**src/axi_pkg.sv**
```systemverilog
package axi_pkg;

  localparam int axi_id_bits   = 4;
  localparam int axi_ids_bits  = axi_id_bits + 1;  // Master tag on top
  localparam int axi_addr_bits = 32;
  localparam int axi_data_bits = 32;
  localparam int axi_len_bits  = 8;
  localparam int axi_size_bits = 3;

  localparam logic master_0_id = 1'b0;
  localparam logic master_1_id = 1'b1;

  localparam logic [1:0] burst_fixed = 2'b00;
  localparam logic [1:0] burst_incr  = 2'b01;
  localparam logic [1:0] burst_wrap  = 2'b10;

  localparam logic [1:0] resp_okay   = 2'b00;
  localparam logic [1:0] resp_decerr = 2'b11;

  typedef struct packed {
    logic [axi_id_bits-1:0]   id;
    logic [axi_addr_bits-1:0] addr;
    logic [axi_len_bits-1:0]  len;
    logic [axi_size_bits-1:0] size;
    logic [1:0]               burst;
  } ar_m_t;

  // Slave side, ID carries the master tag
  typedef struct packed {
    logic [axi_ids_bits-1:0]  id;
    logic [axi_addr_bits-1:0] addr;
    logic [axi_len_bits-1:0]  len;
    logic [axi_size_bits-1:0] size;
    logic [1:0]               burst;
  } ar_s_t;

  typedef struct packed {
    logic [axi_ids_bits-1:0]  id;
    logic [axi_data_bits-1:0] data;
    logic [1:0]               resp;
    logic                     last;
  } r_s_t;

  typedef struct packed {
    logic [axi_id_bits-1:0]   id;
    logic [axi_data_bits-1:0] data;
    logic [1:0]               resp;
    logic                     last;
  } r_m_t;

endpackage

```
**src/addr_map_pkg.sv**
```systemverilog
package addr_map_pkg;

  typedef enum logic [1:0] {
    slave_0,
    slave_1,
    slave_def
  } slave_sel_e;

  localparam int n_slaves = 3;

  // Two 64 KB windows, everything else is unmapped
  localparam logic [axi_pkg::axi_addr_bits-1:0] slave0_base    = 32'h0000_0000;
  localparam logic [axi_pkg::axi_addr_bits-1:0] slave1_base    = 32'h1000_0000;
  localparam logic [axi_pkg::axi_addr_bits-1:0] slave_win_mask = 32'hffff_0000;

  function automatic slave_sel_e addr_decode(
    input logic [axi_pkg::axi_addr_bits-1:0] addr
  );
    slave_sel_e sel;
    if ((addr & slave_win_mask) == slave0_base) begin
      sel = slave_0;
    end else if ((addr & slave_win_mask) == slave1_base) begin
      sel = slave_1;
    end else begin
      sel = slave_def;  // DECERR
    end
    return sel;
  endfunction

endpackage

```
**src/ar_router.sv**
```systemverilog
`timescale 1ns/1ps

module ar_router (
  input  logic                              clk,
  input  logic                              rstn,
  input  axi_pkg::ar_m_t                    m0_ar,
  input  logic                              m0_arvalid,
  output logic                              m0_arready,
  input  logic                              m0_rdone,
  input  axi_pkg::ar_m_t                    m1_ar,
  input  logic                              m1_arvalid,
  output logic                              m1_arready,
  input  logic                              m1_rdone,
  output axi_pkg::ar_s_t                    s_ar [addr_map_pkg::n_slaves],
  output logic [addr_map_pkg::n_slaves-1:0] s_arvalid,
  input  logic [addr_map_pkg::n_slaves-1:0] s_arready,
  input  logic [addr_map_pkg::n_slaves-1:0] s_rdone
);
  import axi_pkg::*;
  import addr_map_pkg::*;

  typedef enum logic [1:0] {
    grant_free,
    grant_m0,
    grant_m1
  } grant_e;

  grant_e              grant_q;
  grant_e              grant_d;
  grant_e              owner;
  ar_s_t               ar_sel;
  slave_sel_e          sel;
  logic                valid_sel;
  logic                ready_sel;
  logic                blocked;
  logic                hs;
  logic [1:0]          m_lock;  // One burst in flight per master
  logic [n_slaves-1:0] s_lock;  // One burst in flight per slave

  // While free the grant follows the valids directly
  always_comb begin
    owner = grant_q;
    if (grant_q == grant_free) begin
      if (m0_arvalid) begin
        owner = grant_m0;  // M0 first
      end else if (m1_arvalid) begin
        owner = grant_m1;
      end
    end
  end

  always_comb begin
    ar_sel    = '0;
    valid_sel = 1'b0;
    blocked   = 1'b1;
    case (owner)
      grant_m0: begin
        ar_sel    = ar_s_t'({master_0_id, m0_ar});  // Tag lands above the ID
        valid_sel = m0_arvalid;
        blocked   = m_lock[0];
      end
      grant_m1: begin
        ar_sel    = ar_s_t'({master_1_id, m1_ar});
        valid_sel = m1_arvalid;
        blocked   = m_lock[1];
      end
      default: ;
    endcase
  end

  assign sel       = addr_decode(ar_sel.addr);
  assign ready_sel = s_arready[sel] & ~blocked & ~s_lock[sel];
  assign hs        = valid_sel & ready_sel;

  // Decoder, unselected slaves see zeros
  always_comb begin
    for (int i = 0; i < n_slaves; i++) begin
      s_ar[i]      = '0;
      s_arvalid[i] = 1'b0;
    end
    s_ar[sel]      = ar_sel;
    s_arvalid[sel] = valid_sel & ~blocked & ~s_lock[sel];
  end

  assign m0_arready = (owner == grant_m0) & ready_sel;
  assign m1_arready = (owner == grant_m1) & ready_sel;

  // Grant drops once the slave takes the request
  assign grant_d = hs ? grant_free : owner;

  always_ff @(posedge clk or negedge rstn) begin
    if (!rstn) begin
      grant_q <= grant_free;
      m_lock  <= '0;
      s_lock  <= '0;
    end else begin
      grant_q   <= grant_d;
      m_lock[0] <= m_lock[0] ? ~m0_rdone : (m0_arvalid & m0_arready);
      m_lock[1] <= m_lock[1] ? ~m1_rdone : (m1_arvalid & m1_arready);
      for (int i = 0; i < n_slaves; i++) begin
        s_lock[i] <= s_lock[i] ? ~s_rdone[i] : (s_arvalid[i] & s_arready[i]);
      end
    end
  end

endmodule

```
**src/r_router.sv**
```systemverilog
`timescale 1ns/1ps

module r_router (
  input  logic                              clk,
  input  logic                              rstn,
  input  axi_pkg::r_s_t                     s_r [addr_map_pkg::n_slaves],
  input  logic [addr_map_pkg::n_slaves-1:0] s_rvalid,
  output logic [addr_map_pkg::n_slaves-1:0] s_rready,
  output axi_pkg::r_m_t                     m0_r,
  output logic                              m0_rvalid,
  input  logic                              m0_rready,
  output axi_pkg::r_m_t                     m1_r,
  output logic                              m1_rvalid,
  input  logic                              m1_rready
);
  import axi_pkg::*;
  import addr_map_pkg::*;

  logic [1:0] m_rready;
  logic [1:0] m_rvalid;
  logic [1:0] busy_q;  // Route held mid burst
  logic [1:0] found;
  logic [1:0] done;
  logic [1:0] route_q [2];
  logic [1:0] route   [2];
  r_m_t       m_r     [2];

  assign m_rready = {m1_rready, m0_rready};

  always_comb begin
    for (int m = 0; m < 2; m++) begin
      found[m] = 1'b0;
      route[m] = route_q[m];
      if (!busy_q[m]) begin
        // Scan down so the lowest slave wins
        for (int i = n_slaves - 1; i >= 0; i--) begin
          if (s_rvalid[i] &&
              (s_r[i].id[axi_ids_bits-1] == ((m == 0) ? master_0_id : master_1_id))) begin
            found[m] = 1'b1;
            route[m] = 2'(i);
          end
        end
      end
      m_rvalid[m] = (busy_q[m] | found[m]) & s_rvalid[route[m]];
      m_r[m]      = '0;
      if (busy_q[m] | found[m]) begin
        m_r[m].id   = s_r[route[m]].id[axi_id_bits-1:0];  // Strip master tag
        m_r[m].data = s_r[route[m]].data;
        m_r[m].resp = s_r[route[m]].resp;
        m_r[m].last = s_r[route[m]].last;
      end
      done[m] = m_rvalid[m] & m_rready[m] & m_r[m].last;
    end
  end

  // Ready goes back to the routed slave only
  always_comb begin
    s_rready = '0;
    for (int m = 0; m < 2; m++) begin
      if (busy_q[m] | found[m]) begin
        s_rready[route[m]] = m_rready[m];
      end
    end
  end

  assign m0_r      = m_r[0];
  assign m0_rvalid = m_rvalid[0];
  assign m1_r      = m_r[1];
  assign m1_rvalid = m_rvalid[1];

  always_ff @(posedge clk or negedge rstn) begin
    if (!rstn) begin
      busy_q <= '0;
      for (int m = 0; m < 2; m++) begin
        route_q[m] <= '0;
      end
    end else begin
      for (int m = 0; m < 2; m++) begin
        busy_q[m]  <= (busy_q[m] | found[m]) & ~done[m];
        route_q[m] <= route[m];
      end
    end
  end

endmodule

```
**src/rd_mem_slave.sv**
```systemverilog
`timescale 1ns/1ps

module rd_mem_slave #(
  parameter logic [7:0] slv_tag = 8'h00
) (
  input  logic           clk,
  input  logic           rstn,
  input  axi_pkg::ar_s_t ar,
  input  logic           arvalid,
  output logic           arready,
  output axi_pkg::r_s_t  r,
  output logic           rvalid,
  input  logic           rready
);
  import axi_pkg::*;

  logic                     busy_q;
  logic                     busy_d;
  logic                     ready_q;
  logic                     ar_hs;
  logic                     r_hs;
  logic                     last;
  logic [axi_ids_bits-1:0]  id_q;
  logic [axi_addr_bits-1:0] addr_q;  // Current beat address
  logic [axi_addr_bits-1:0] next_addr;
  logic [axi_len_bits-1:0]  cnt_q;   // Beats left after this one
  logic [axi_size_bits-1:0] size_q;
  logic [1:0]               burst_q;

  assign ar_hs   = arvalid & ready_q;
  assign r_hs    = busy_q & rready;
  assign last    = (cnt_q == '0);
  assign arready = ready_q;
  assign rvalid  = busy_q;

  assign r = '{
    id:   id_q,
    data: {slv_tag, addr_q[23:0]},
    resp: resp_okay,
    last: last
  };

  // WRAP is walked like INCR
  always_comb begin
    case (burst_q)
      burst_incr,
      burst_wrap: next_addr = addr_q + (axi_addr_bits'(1) << size_q);
      default:    next_addr = addr_q;  // burst_fixed
    endcase
  end

  always_comb begin
    busy_d = busy_q;
    if (ar_hs) begin
      busy_d = 1'b1;
    end else if (r_hs && last) begin
      busy_d = 1'b0;
    end
  end

  always_ff @(posedge clk or negedge rstn) begin
    if (!rstn) begin
      busy_q  <= 1'b0;
      ready_q <= 1'b0;
    end else begin
      busy_q  <= busy_d;
      ready_q <= ~busy_d;
    end
  end

  always_ff @(posedge clk) begin
    if (ar_hs) begin
      id_q    <= ar.id;
      addr_q  <= ar.addr;
      cnt_q   <= ar.len;
      size_q  <= ar.size;
      burst_q <= ar.burst;
    end else if (r_hs) begin
      addr_q <= next_addr;
      cnt_q  <= cnt_q - 1'b1;
    end
  end

endmodule

```
**src/default_slave.sv**
```systemverilog
`timescale 1ns/1ps

module default_slave (
  input  logic           clk,
  input  logic           rstn,
  input  axi_pkg::ar_s_t ar,
  input  logic           arvalid,
  output logic           arready,
  output axi_pkg::r_s_t  r,
  output logic           rvalid,
  input  logic           rready
);
  import axi_pkg::*;

  logic                    busy_q;
  logic                    busy_d;
  logic                    ready_q;
  logic                    ar_hs;
  logic                    r_hs;
  logic                    last;
  logic [axi_ids_bits-1:0] id_q;
  logic [axi_len_bits-1:0] cnt_q;

  assign ar_hs   = arvalid & ready_q;
  assign r_hs    = busy_q & rready;
  assign last    = (cnt_q == '0);
  assign arready = ready_q;
  assign rvalid  = busy_q;

  assign r = '{id: id_q, data: '0, resp: resp_decerr, last: last};

  always_comb begin
    busy_d = busy_q;
    if (ar_hs) begin
      busy_d = 1'b1;
    end else if (r_hs && last) begin
      busy_d = 1'b0;
    end
  end

  always_ff @(posedge clk or negedge rstn) begin
    if (!rstn) begin
      busy_q  <= 1'b0;
      ready_q <= 1'b0;
    end else begin
      busy_q  <= busy_d;
      ready_q <= ~busy_d;
    end
  end

  always_ff @(posedge clk) begin
    if (ar_hs) begin
      id_q  <= ar.id;
      cnt_q <= ar.len;
    end else if (r_hs) begin
      cnt_q <= cnt_q - 1'b1;
    end
  end

endmodule

```
**src/axi_rd_fabric.sv**
```systemverilog
`timescale 1ns/1ps

module axi_rd_fabric (
  input  logic           clk,
  input  logic           rstn,
  input  axi_pkg::ar_m_t m0_ar,
  input  logic           m0_arvalid,
  output logic           m0_arready,
  output axi_pkg::r_m_t  m0_r,
  output logic           m0_rvalid,
  input  logic           m0_rready,
  input  axi_pkg::ar_m_t m1_ar,
  input  logic           m1_arvalid,
  output logic           m1_arready,
  output axi_pkg::r_m_t  m1_r,
  output logic           m1_rvalid,
  input  logic           m1_rready
);
  import axi_pkg::*;
  import addr_map_pkg::*;

  localparam logic [7:0] tag_s0 = 8'ha0;
  localparam logic [7:0] tag_s1 = 8'hb1;

  ar_s_t               s_ar [n_slaves];
  r_s_t                s_r  [n_slaves];
  logic [n_slaves-1:0] s_arvalid;
  logic [n_slaves-1:0] s_arready;
  logic [n_slaves-1:0] s_rvalid;
  logic [n_slaves-1:0] s_rready;
  logic [n_slaves-1:0] s_rdone;
  logic                m0_rdone;
  logic                m1_rdone;

  // Last beat accepted, frees the router locks
  assign m0_rdone = m0_rvalid & m0_rready & m0_r.last;
  assign m1_rdone = m1_rvalid & m1_rready & m1_r.last;

  for (genvar i = 0; i < n_slaves; i++) begin : g_rdone
    assign s_rdone[i] = s_rvalid[i] & s_rready[i] & s_r[i].last;
  end

  ar_router u_ar_router (
    .clk        (clk),
    .rstn       (rstn),
    .m0_ar      (m0_ar),
    .m0_arvalid (m0_arvalid),
    .m0_arready (m0_arready),
    .m0_rdone   (m0_rdone),
    .m1_ar      (m1_ar),
    .m1_arvalid (m1_arvalid),
    .m1_arready (m1_arready),
    .m1_rdone   (m1_rdone),
    .s_ar       (s_ar),
    .s_arvalid  (s_arvalid),
    .s_arready  (s_arready),
    .s_rdone    (s_rdone)
  );

  r_router u_r_router (
    .clk       (clk),
    .rstn      (rstn),
    .s_r       (s_r),
    .s_rvalid  (s_rvalid),
    .s_rready  (s_rready),
    .m0_r      (m0_r),
    .m0_rvalid (m0_rvalid),
    .m0_rready (m0_rready),
    .m1_r      (m1_r),
    .m1_rvalid (m1_rvalid),
    .m1_rready (m1_rready)
  );

  rd_mem_slave #(
    .slv_tag (tag_s0)
  ) u_mem_s0 (
    .clk     (clk),
    .rstn    (rstn),
    .ar      (s_ar[slave_0]),
    .arvalid (s_arvalid[slave_0]),
    .arready (s_arready[slave_0]),
    .r       (s_r[slave_0]),
    .rvalid  (s_rvalid[slave_0]),
    .rready  (s_rready[slave_0])
  );

  rd_mem_slave #(
    .slv_tag (tag_s1)
  ) u_mem_s1 (
    .clk     (clk),
    .rstn    (rstn),
    .ar      (s_ar[slave_1]),
    .arvalid (s_arvalid[slave_1]),
    .arready (s_arready[slave_1]),
    .r       (s_r[slave_1]),
    .rvalid  (s_rvalid[slave_1]),
    .rready  (s_rready[slave_1])
  );

  default_slave u_def_slave (
    .clk     (clk),
    .rstn    (rstn),
    .ar      (s_ar[slave_def]),
    .arvalid (s_arvalid[slave_def]),
    .arready (s_arready[slave_def]),
    .r       (s_r[slave_def]),
    .rvalid  (s_rvalid[slave_def]),
    .rready  (s_rready[slave_def])
  );

endmodule

```
**config.mk**
```make
export PLATFORM = sky130hd
export DESIGN_NAME = axi_rd_fabric
export DESIGN_NICKNAME = d
export VERILOG_FILES = /design/src/axi_pkg.sv /design/src/addr_map_pkg.sv /design/src/ar_router.sv /design/src/r_router.sv /design/src/rd_mem_slave.sv /design/src/default_slave.sv /design/src/axi_rd_fabric.sv
export SDC_FILE = /design/constraint.sdc
export NUM_CORES = 1
export LEC_CHECK = 0
export BUFFER_PORTS_ARGS = -buffer_cell sky130_fd_sc_hd__buf_4
export CAP_MARGIN = 20
export CORE_MARGIN = 8
export CORE_UTILIZATION = 50
export DETAILED_ROUTE_END_ITERATION = 16
export HOLD_SLACK_MARGIN = 0.03
export MAX_ROUTING_LAYER = met4
export PLACE_DENSITY = 0.75
export SLEW_MARGIN = 40
export SYNTH_ARGS = -nofsm -noshare
export SYNTH_HDL_FRONTEND = slang
export SYNTH_SLANG_ARGS = --single-unit
```
**constraint.sdc**
```tcl
create_clock -name clk -period 3.4 [get_ports clk]
set_clock_uncertainty 0.15 [all_clocks]
set_input_delay 0.68 -clock clk [delete_from_list [all_inputs] [get_ports clk]]
set_output_delay 0.68 -clock clk [all_outputs]
set_load 0.05 [all_outputs]
```
### After elaboration in Yosys (flattened, before gate mapping)

Index checks and enable logic that the tools add are counted.

| storage, ports and cells | value |
|---|---|
| flip-flop bits (word level) | 132 |
| bits of input ports | 104 |
| output and inout bits | 82 |
| logic and storage cells | 197 |

| cells by class | value |
|---|---|
| add/sub/neg operators | 5 |
| order comparisons | 10 |
| eq/ne operators | 7 |
| shifts and indexed selects | 2 |
| muxes and demuxes | 75 |
| bitwise logic cells | 47 |
| reduce and logical (&&, ||, !) cells | 27 |

Operators with widths:

| cell | number |
|---|---|
| 39-bit 2-to-1 mux | 6 |
| 32-bit 2-to-1 mux | 6 |
| 40-bit binary-select mux with 2-bit select | 2 |
| 150-bit AND | 1 |
| 50-bit demux with 2-bit select | 1 |
| 50-bit one-hot mux with 2 select lines | 1 |
| 32-bit adder | 2 |
| 1-bit by 3-bit left shift with 32-bit output, first input constant | 2 |
| 50-bit 2-to-1 mux | 1 |
| 8-bit 2-to-1 mux | 6 |
| 32-bit zero test | 1 |
| 2-bit 2-to-1 mux | 14 |
| 1-bit AND | 26 |
| 1-bit 2-to-1 mux | 26 |
| 8-bit zero test | 3 |
| 8-bit by 1-bit subtractor with 8-bit output, second input constant | 3 |
| 16-bit by 13-bit equality test with 1-bit output, second input constant | 1 |
| 1-bit logical AND | 13 |
| 1-bit NOT | 13 |
| 2-bit nonzero test | 5 |
| 3-bit greater-or-equal comparator, second input constant | 3 |
| 2-bit by 3-bit less-than comparator with 1-bit output, second input constant | 3 |
| 2-bit NOT with 3-bit output | 3 |
| 1-bit binary-select mux with 2-bit select | 4 |
| other kinds (13) | 27 |

### Longest topological paths before layout

| logic depth | value |
|---|---|
| depth in word-level cells | 19 |
| mapped depth | 13 |
| depth with buffers taken out | 11 |

### Cells and area by module

From an unflattened synthesis, not the netlist that was laid out.

| unflattened totals | value |
|---|---|
| cells, all modules | 1,295 |
| area total of the unflattened synthesis | 11,021.8 µm² |

By module, submodules not included:

| module | instances | cells an instance | area an instance (µm²) | sequential area each (µm²) |
|---|---|---|---|---|
| rd_mem_slave | 2 | 251 | 2,626.3 | 1,311.3 |
| r_router | 1 | 363 | 2,777.7 | 150.1 |
| ar_router | 1 | 328 | 1,975.6 | 175.2 |
| default_slave | 1 | 97 | 984.7 | 440.4 |
| axi_rd_fabric | 1 | 5 | 31.3 | 0.0 |

### Worst setup path before layout

Ideal clock, no wire load.

| timing | value |
|---|---|
| kind | flip-flop to flip-flop |
| from | reg u_mem_s1.busy_q (netlist: u_mem_s1.rvalid) |
| to | reg u_mem_s1.addr_q[0], enable pin |
| setup time | 410 ps |
| arrival | 3,106 ps |
| data required time | 2,840 ps |
| path slack | -266 ps |
| cell stages (with the launch flop) | 9 |
| path buffers | 2 |
| period minus slack after synthesis | 3,666 ps |
| path through | dfrtp_1 > buf_2 > a221oi_1 > a21o_1 > buf_2 > nor2_1 > o41ai_1 > nand2_1 > o21bai_1 |

| on the way | value |
|---|---|
| cells in the longest elaborated chain, start to end | 15 |
| elaborated cells between the ends (all ways) | 33 |
| those cells by class | order compare: 4; mux: 19; bitwise: 4; reduce/logical: 6 |

RTL lines:

| element | line | text |
|---|---|---|
| from (decl) | rd_mem_slave.sv:17 | `logic busy_q;` |
| from (signal assigned) | rd_mem_slave.sv:66 | `busy_q <= busy_d;` |
| 1-bit logical AND | r_router.sv:37 | `if (s_rvalid[i] &&` |
| 2-bit 2-to-1 mux (2 in series) | r_router.sv:37 |  |
| 2-bit 2-to-1 mux | r_router.sv:34 | `if (!busy_q[m]) begin` |
| 2-bit by 3-bit less-than comparator with 1-bit output (not written as such) / 2-bit by 1-bit greater-or-equal comparator with 1-bit output (equally long branches) | r_router.sv:61 | `s_rready[route[m]] = m_rready[m];` |
| 1-bit logical AND (not written as such) | r_router.sv:61 |  |
| 1-bit 2-to-1 mux (not written as such) | r_router.sv:61 |  |
| 1-bit demux with 2-bit select | - |  |
| 3-bit AND (no line) | - |  |
| 3-bit 2-to-1 mux | r_router.sv:60 | `if (busy_q[m] \| found[m]) begin` |
| 3-bit bitwise mux | r_router.sv:61 |  |
| 3-bit 2-to-1 mux | r_router.sv:60 |  |
| 1-bit AND * | rd_mem_slave.sv:31 | `assign r_hs = busy_q & rready;` |
| 2-bit nonzero test (no line) * | - |  |
| 2-bit AND reduction (no line) * | - |  |
| to (signal assigned) | rd_mem_slave.sv:74 | `addr_q <= ar.addr;` |
| to (signal assigned) | rd_mem_slave.sv:79 | `addr_q <= next_addr;` |
| to (decl) | rd_mem_slave.sv:24 | `logic [axi_addr_bits-1:0] addr_q;` |

Mark *: on every way between the ends. The rest lies on a longest branch, timed or not.
A chain may end at the register's enable or synchronous reset.

==> results by group <==
Synthesis
  • Cells after Synth: 954
  • Post-synth top area share: 35.88%
  • Synth area leader: edfxtp_1
  • Post-Syn Area: 8118 µm²
  • Yosys warning total: 0
  • Async S/R FF share, synth: 16.38%
  • Netlist cell types: 69
  • Ys flop type: edfxtp_1
  • Post-synthesis area per instance: 8.509 µm²
  • Top cells by area, synth: edfxtp_1 (36%), nand2_1 (8.4%), dfrtp_1 (5.9%), nor2_1 (4.9%), a21oi_1 (4.6%)
  • Seq/Total Area, Yosys: 41.74%
  • Synthesized flop and latch total: 116
  • Post-synth EDFFs: 97

Die
  • Initial Util: 51.10%
  • Core area: 15890 µm²
  • # IOs: 186
  • Die area: 20570 µm²
  • Row cnt: 46
  • Die Width: 143.4 µm
  • Die height: 143.4 µm

Power
  • Worst VDD drop: 0.3467 mV
  • Reg power frac: 26.8%
  • Power Internal: 4.124 mW
  • Combinational share of power: 47.8%
  • Net switching fraction of the power: 43.92%
  • Switch Pwr: 3.230 mW
  • Clock Power Share: 25.4%
  • Leak: 4.349 nW
  • PD cells: 692.8 nW/µm²

Critical path
  • Crit Path Class: reg -> out
  • Crit path launch type: register
  • Critical path's slowest cell: or4_4
  • Worst reg2reg path depth: 11
  • Crit path max fanout: 4
  • Worst R2R Start: u_mem_s1.size_q[1]
  • Crit. End Element: primary output
  • Crit-path cells: or4_4, nor4b_4, buf_4, a21oi_2, a311oi_4, buf_6
  • Worst Path Required: 2570 ps
  • Worst r2r dst: u_mem_s1.addr_q[23]
  • Reg2reg setup slack: 230 ps
  • CP Data Arrival Time: 2500 ps
  • Worst stage delay on the critical path: 590 ps

Final layout
  • Commonest non-fill, non-tap cell in the layout: buf_4
  • Fillers: 1293
  • Fin area: 10620 µm²
  • N_diodes: 0
  • Most frequent cells in the layout: buf_4 (215), nand2_1 (181), nor2_1 (106), edfxtp_1 (97), a21oi_1 (74)
  • Syn-to-layout area delta: 30.76%
  • Fraction of layout cells with a size suffix above 1: 25.09%
  • Nets: 1266

Detailed routing
  • Max Used Layer: met4
  • Met1 wire length: 9811 µm
  • Vias: 7758
  • DRC: 0
  • Wire per inst: 17.87 µm
  • ANT nets after route: 0
  • Routed vias/inst: 5.671
  • Routed met3 length: 2066 µm
  • Final wirelength: 24440 µm
  • Drt initial violations: 599
  • TritonRoute pass-1 iters: 7
  • Wire length on met2: 11810 µm

Job
  • Max-cap violation count: 0

Global routing
  • First-pass GRT wire length: 38250 µm
  • Largest net degree at the start of global routing: 40
  • Initial antenna violation count: 0
  • GR Overflow Total: 0
  • All-layer global routing usage: 24.18%
  • Number of global-route vias before repair: 7646

Min path
  • WHS Endpoint: u_r_router.busy_q[1]
  • Hold path cells: 2
  • Hold_sp: m1_rready
  • Hold Crit Class: in -> reg

CTS
  • H-Tree Depth: 4
  • Sink Count: 116
  • Clk_lat worst skew: 420 ps
  • Max clock buf depth: 2
  • Clk slew on worst S/H paths: 50 ps
  • CTS root buffer: clkbuf_16
  • CTS buffer count: 17
  • CTS tree: done

Placed design
  • Placer congestion estimate: 0.8996
  • PortBufs: 177
  • Detail Placement HPWL: 17930 µm
  • Post-DP Area: 9869 µm²

STA
  • Worst Max-Slew Pin Slew: 743.9 ps
  • Max Slew Vio Count: 0
  • Final setup viols: 0
  • Final hold vios: 0
  • Final period demand of the worst path: 3327 ps
  • Final worst path period share: 97.84%
  • Max Clk Rate: 300.6 MHz
  • Max transition margin: 50.41%
  • Setup TNS: 0 ps

Outcome
  • Run status: completed
==> power groups by stage <==
stage	clock, mW	sequential [mW]	combinational (mW)
6_report	1.87	1.97	3.51
4_1_cts	1.88	1.96	3.49
2_1_floorplan	0	1.91	2.39
5_1_grt	1.93	1.99	3.75
3_3_place_gp	0	1.98	3.44
3_5_place_dp	0	1.98	3.47
==> logic make-up (layout without fill, tap and decap cells) <==
group | Yosys count | in the layout | synth area share (%)
AO/OA/AOI/OAI | 228 | 228 | 17.69
flip-flops | 116 | 116 | 41.74
other | 1 | 8 | 0.04619
XOR/XNOR | 61 | 61 | 6.581
buffers and inverters | 103 | 294 | 5.703
multiplexers | 10 | 10 | 1.295
adder cells (fa/ha/maj) | 23 | 23 | 3.730
AND/OR/NAND/NOR | 412 | 412 | 23.21
==> layout make-up <==
type	instances	area, µm²	share of cell area [%]
Tap cell	216	270.3	2.546
Multi-Input combinational cell	742	4367	41.14
Clock inverter	15	188.9	1.780
Clock buffer	17	425.4	4.008
Timing Repair Buffer	230	1852	17.44
Inverter	32	122.6	1.155
Sequential cell	116	3390	31.93
==> critical path, delay by kind of cell (launching register included) <==
family / cells / cell delay [ps]
AO/OA/AOI/OAI: 2 / 380
buffers and inverters: 2 / 400
AND/OR/NAND/NOR: 2 / 860
flip-flops: 1 / 430
==> per-stage QoR <==
step | hold WS [ps] | setup slack, ps | instances | util (%) | power, mW
finish | 325.2 | 73.37 | 1368 | 66.82 | 7.354
global route | 334.1 | -14.58 | 1368 | 66.82 | 7.672
CTS | 314.2 | 4.405 | 1363 | 66.26 | 7.330
detailed placement | 321.2 | 17.81 | 1328 | 62.13 | 5.449
global placement | 314.5 | 110.5 | 1328 | 62.13 | 5.419
floorplan | 234.4 | 130.4 | 961 | - | 4.301
==> state kept, by name (all words and copies together), names as in the netlist <==
signal / count
u_mem_s1.addr_q: 24
u_ar_router.s_lock: 3
u_def_slave.id_q: 5
u_mem_s1.arready: 1
u_mem_s0.rvalid: 1
u_mem_s0.cnt_q: 8
u_mem_s0.size_q: 3
u_def_slave.arready: 1
u_def_slave.rvalid: 1
u_ar_router.m_lock: 2
u_mem_s1.size_q: 3
u_mem_s1.rvalid: 1
u_mem_s0.id_q: 5
u_mem_s1.burst_q: 2
u_ar_router.grant_q: 2
u_mem_s0.burst_q: 2
u_mem_s0.arready: 1
u_r_router.route_q: 4
u_def_slave.cnt_q: 8
u_mem_s1.cnt_q: 8
u_mem_s0.addr_q: 24
u_r_router.busy_q: 2
u_mem_s1.id_q: 5
==> what timing repair did <==
action | in CTS | in global routing
hold endpoints to repair | 19 | 0
buffers inserted | 2 | 5
hold buffers | 1 | 0
pin swaps | 1 | 1
resized for setup | 5 | 13
setup endpoints to repair | 32 | 55
cloned | 0 | 0
==> synth_stat cells, drive strengths merged (6+ instances only) <==
library cell and n:
nand3 29, edfxtp 97, xor2 40, nor3 13, a21oi 76, mux2i 6
ha 21, clkbuf 33, and3b 6, dfrtp 19, nand2 181, o21a 8
buf 38, nor2 107, a21o 7, a22oi 37, nor2b 11, nor4 9
nand2b 12, and3 12, nor3b 11, o21ai 62, xnor2 21, inv 32
==> metal layers <==
layer,track usage (%),vias to the layer above
li1,-,3708
met1,29.12,3664
met2,39.14,338
met3,4.479,48
met4,10.57,0
met5,-,-
==> how the worst max path moves through the flow <==
stage / endpoint / cells after the start / from / slack (ps)
2_1_floorplan: m1_r[11] / 9 / u_mem_s0.rvalid / 130
3_3_place_gp: m1_arready / 12 / m1_arvalid / 110
3_5_place_dp: m1_arready / 12 / m1_arvalid / 20
4_1_cts: m1_r[4] / 7 / u_mem_s0.rvalid / 4
5_1_grt: m0_arready / 12 / m1_arvalid / -10
6_report: m1_r[0] / 6 / u_mem_s1.cnt_q[4] / 70
Note: power is estimated with default switching activity, not from simulation.
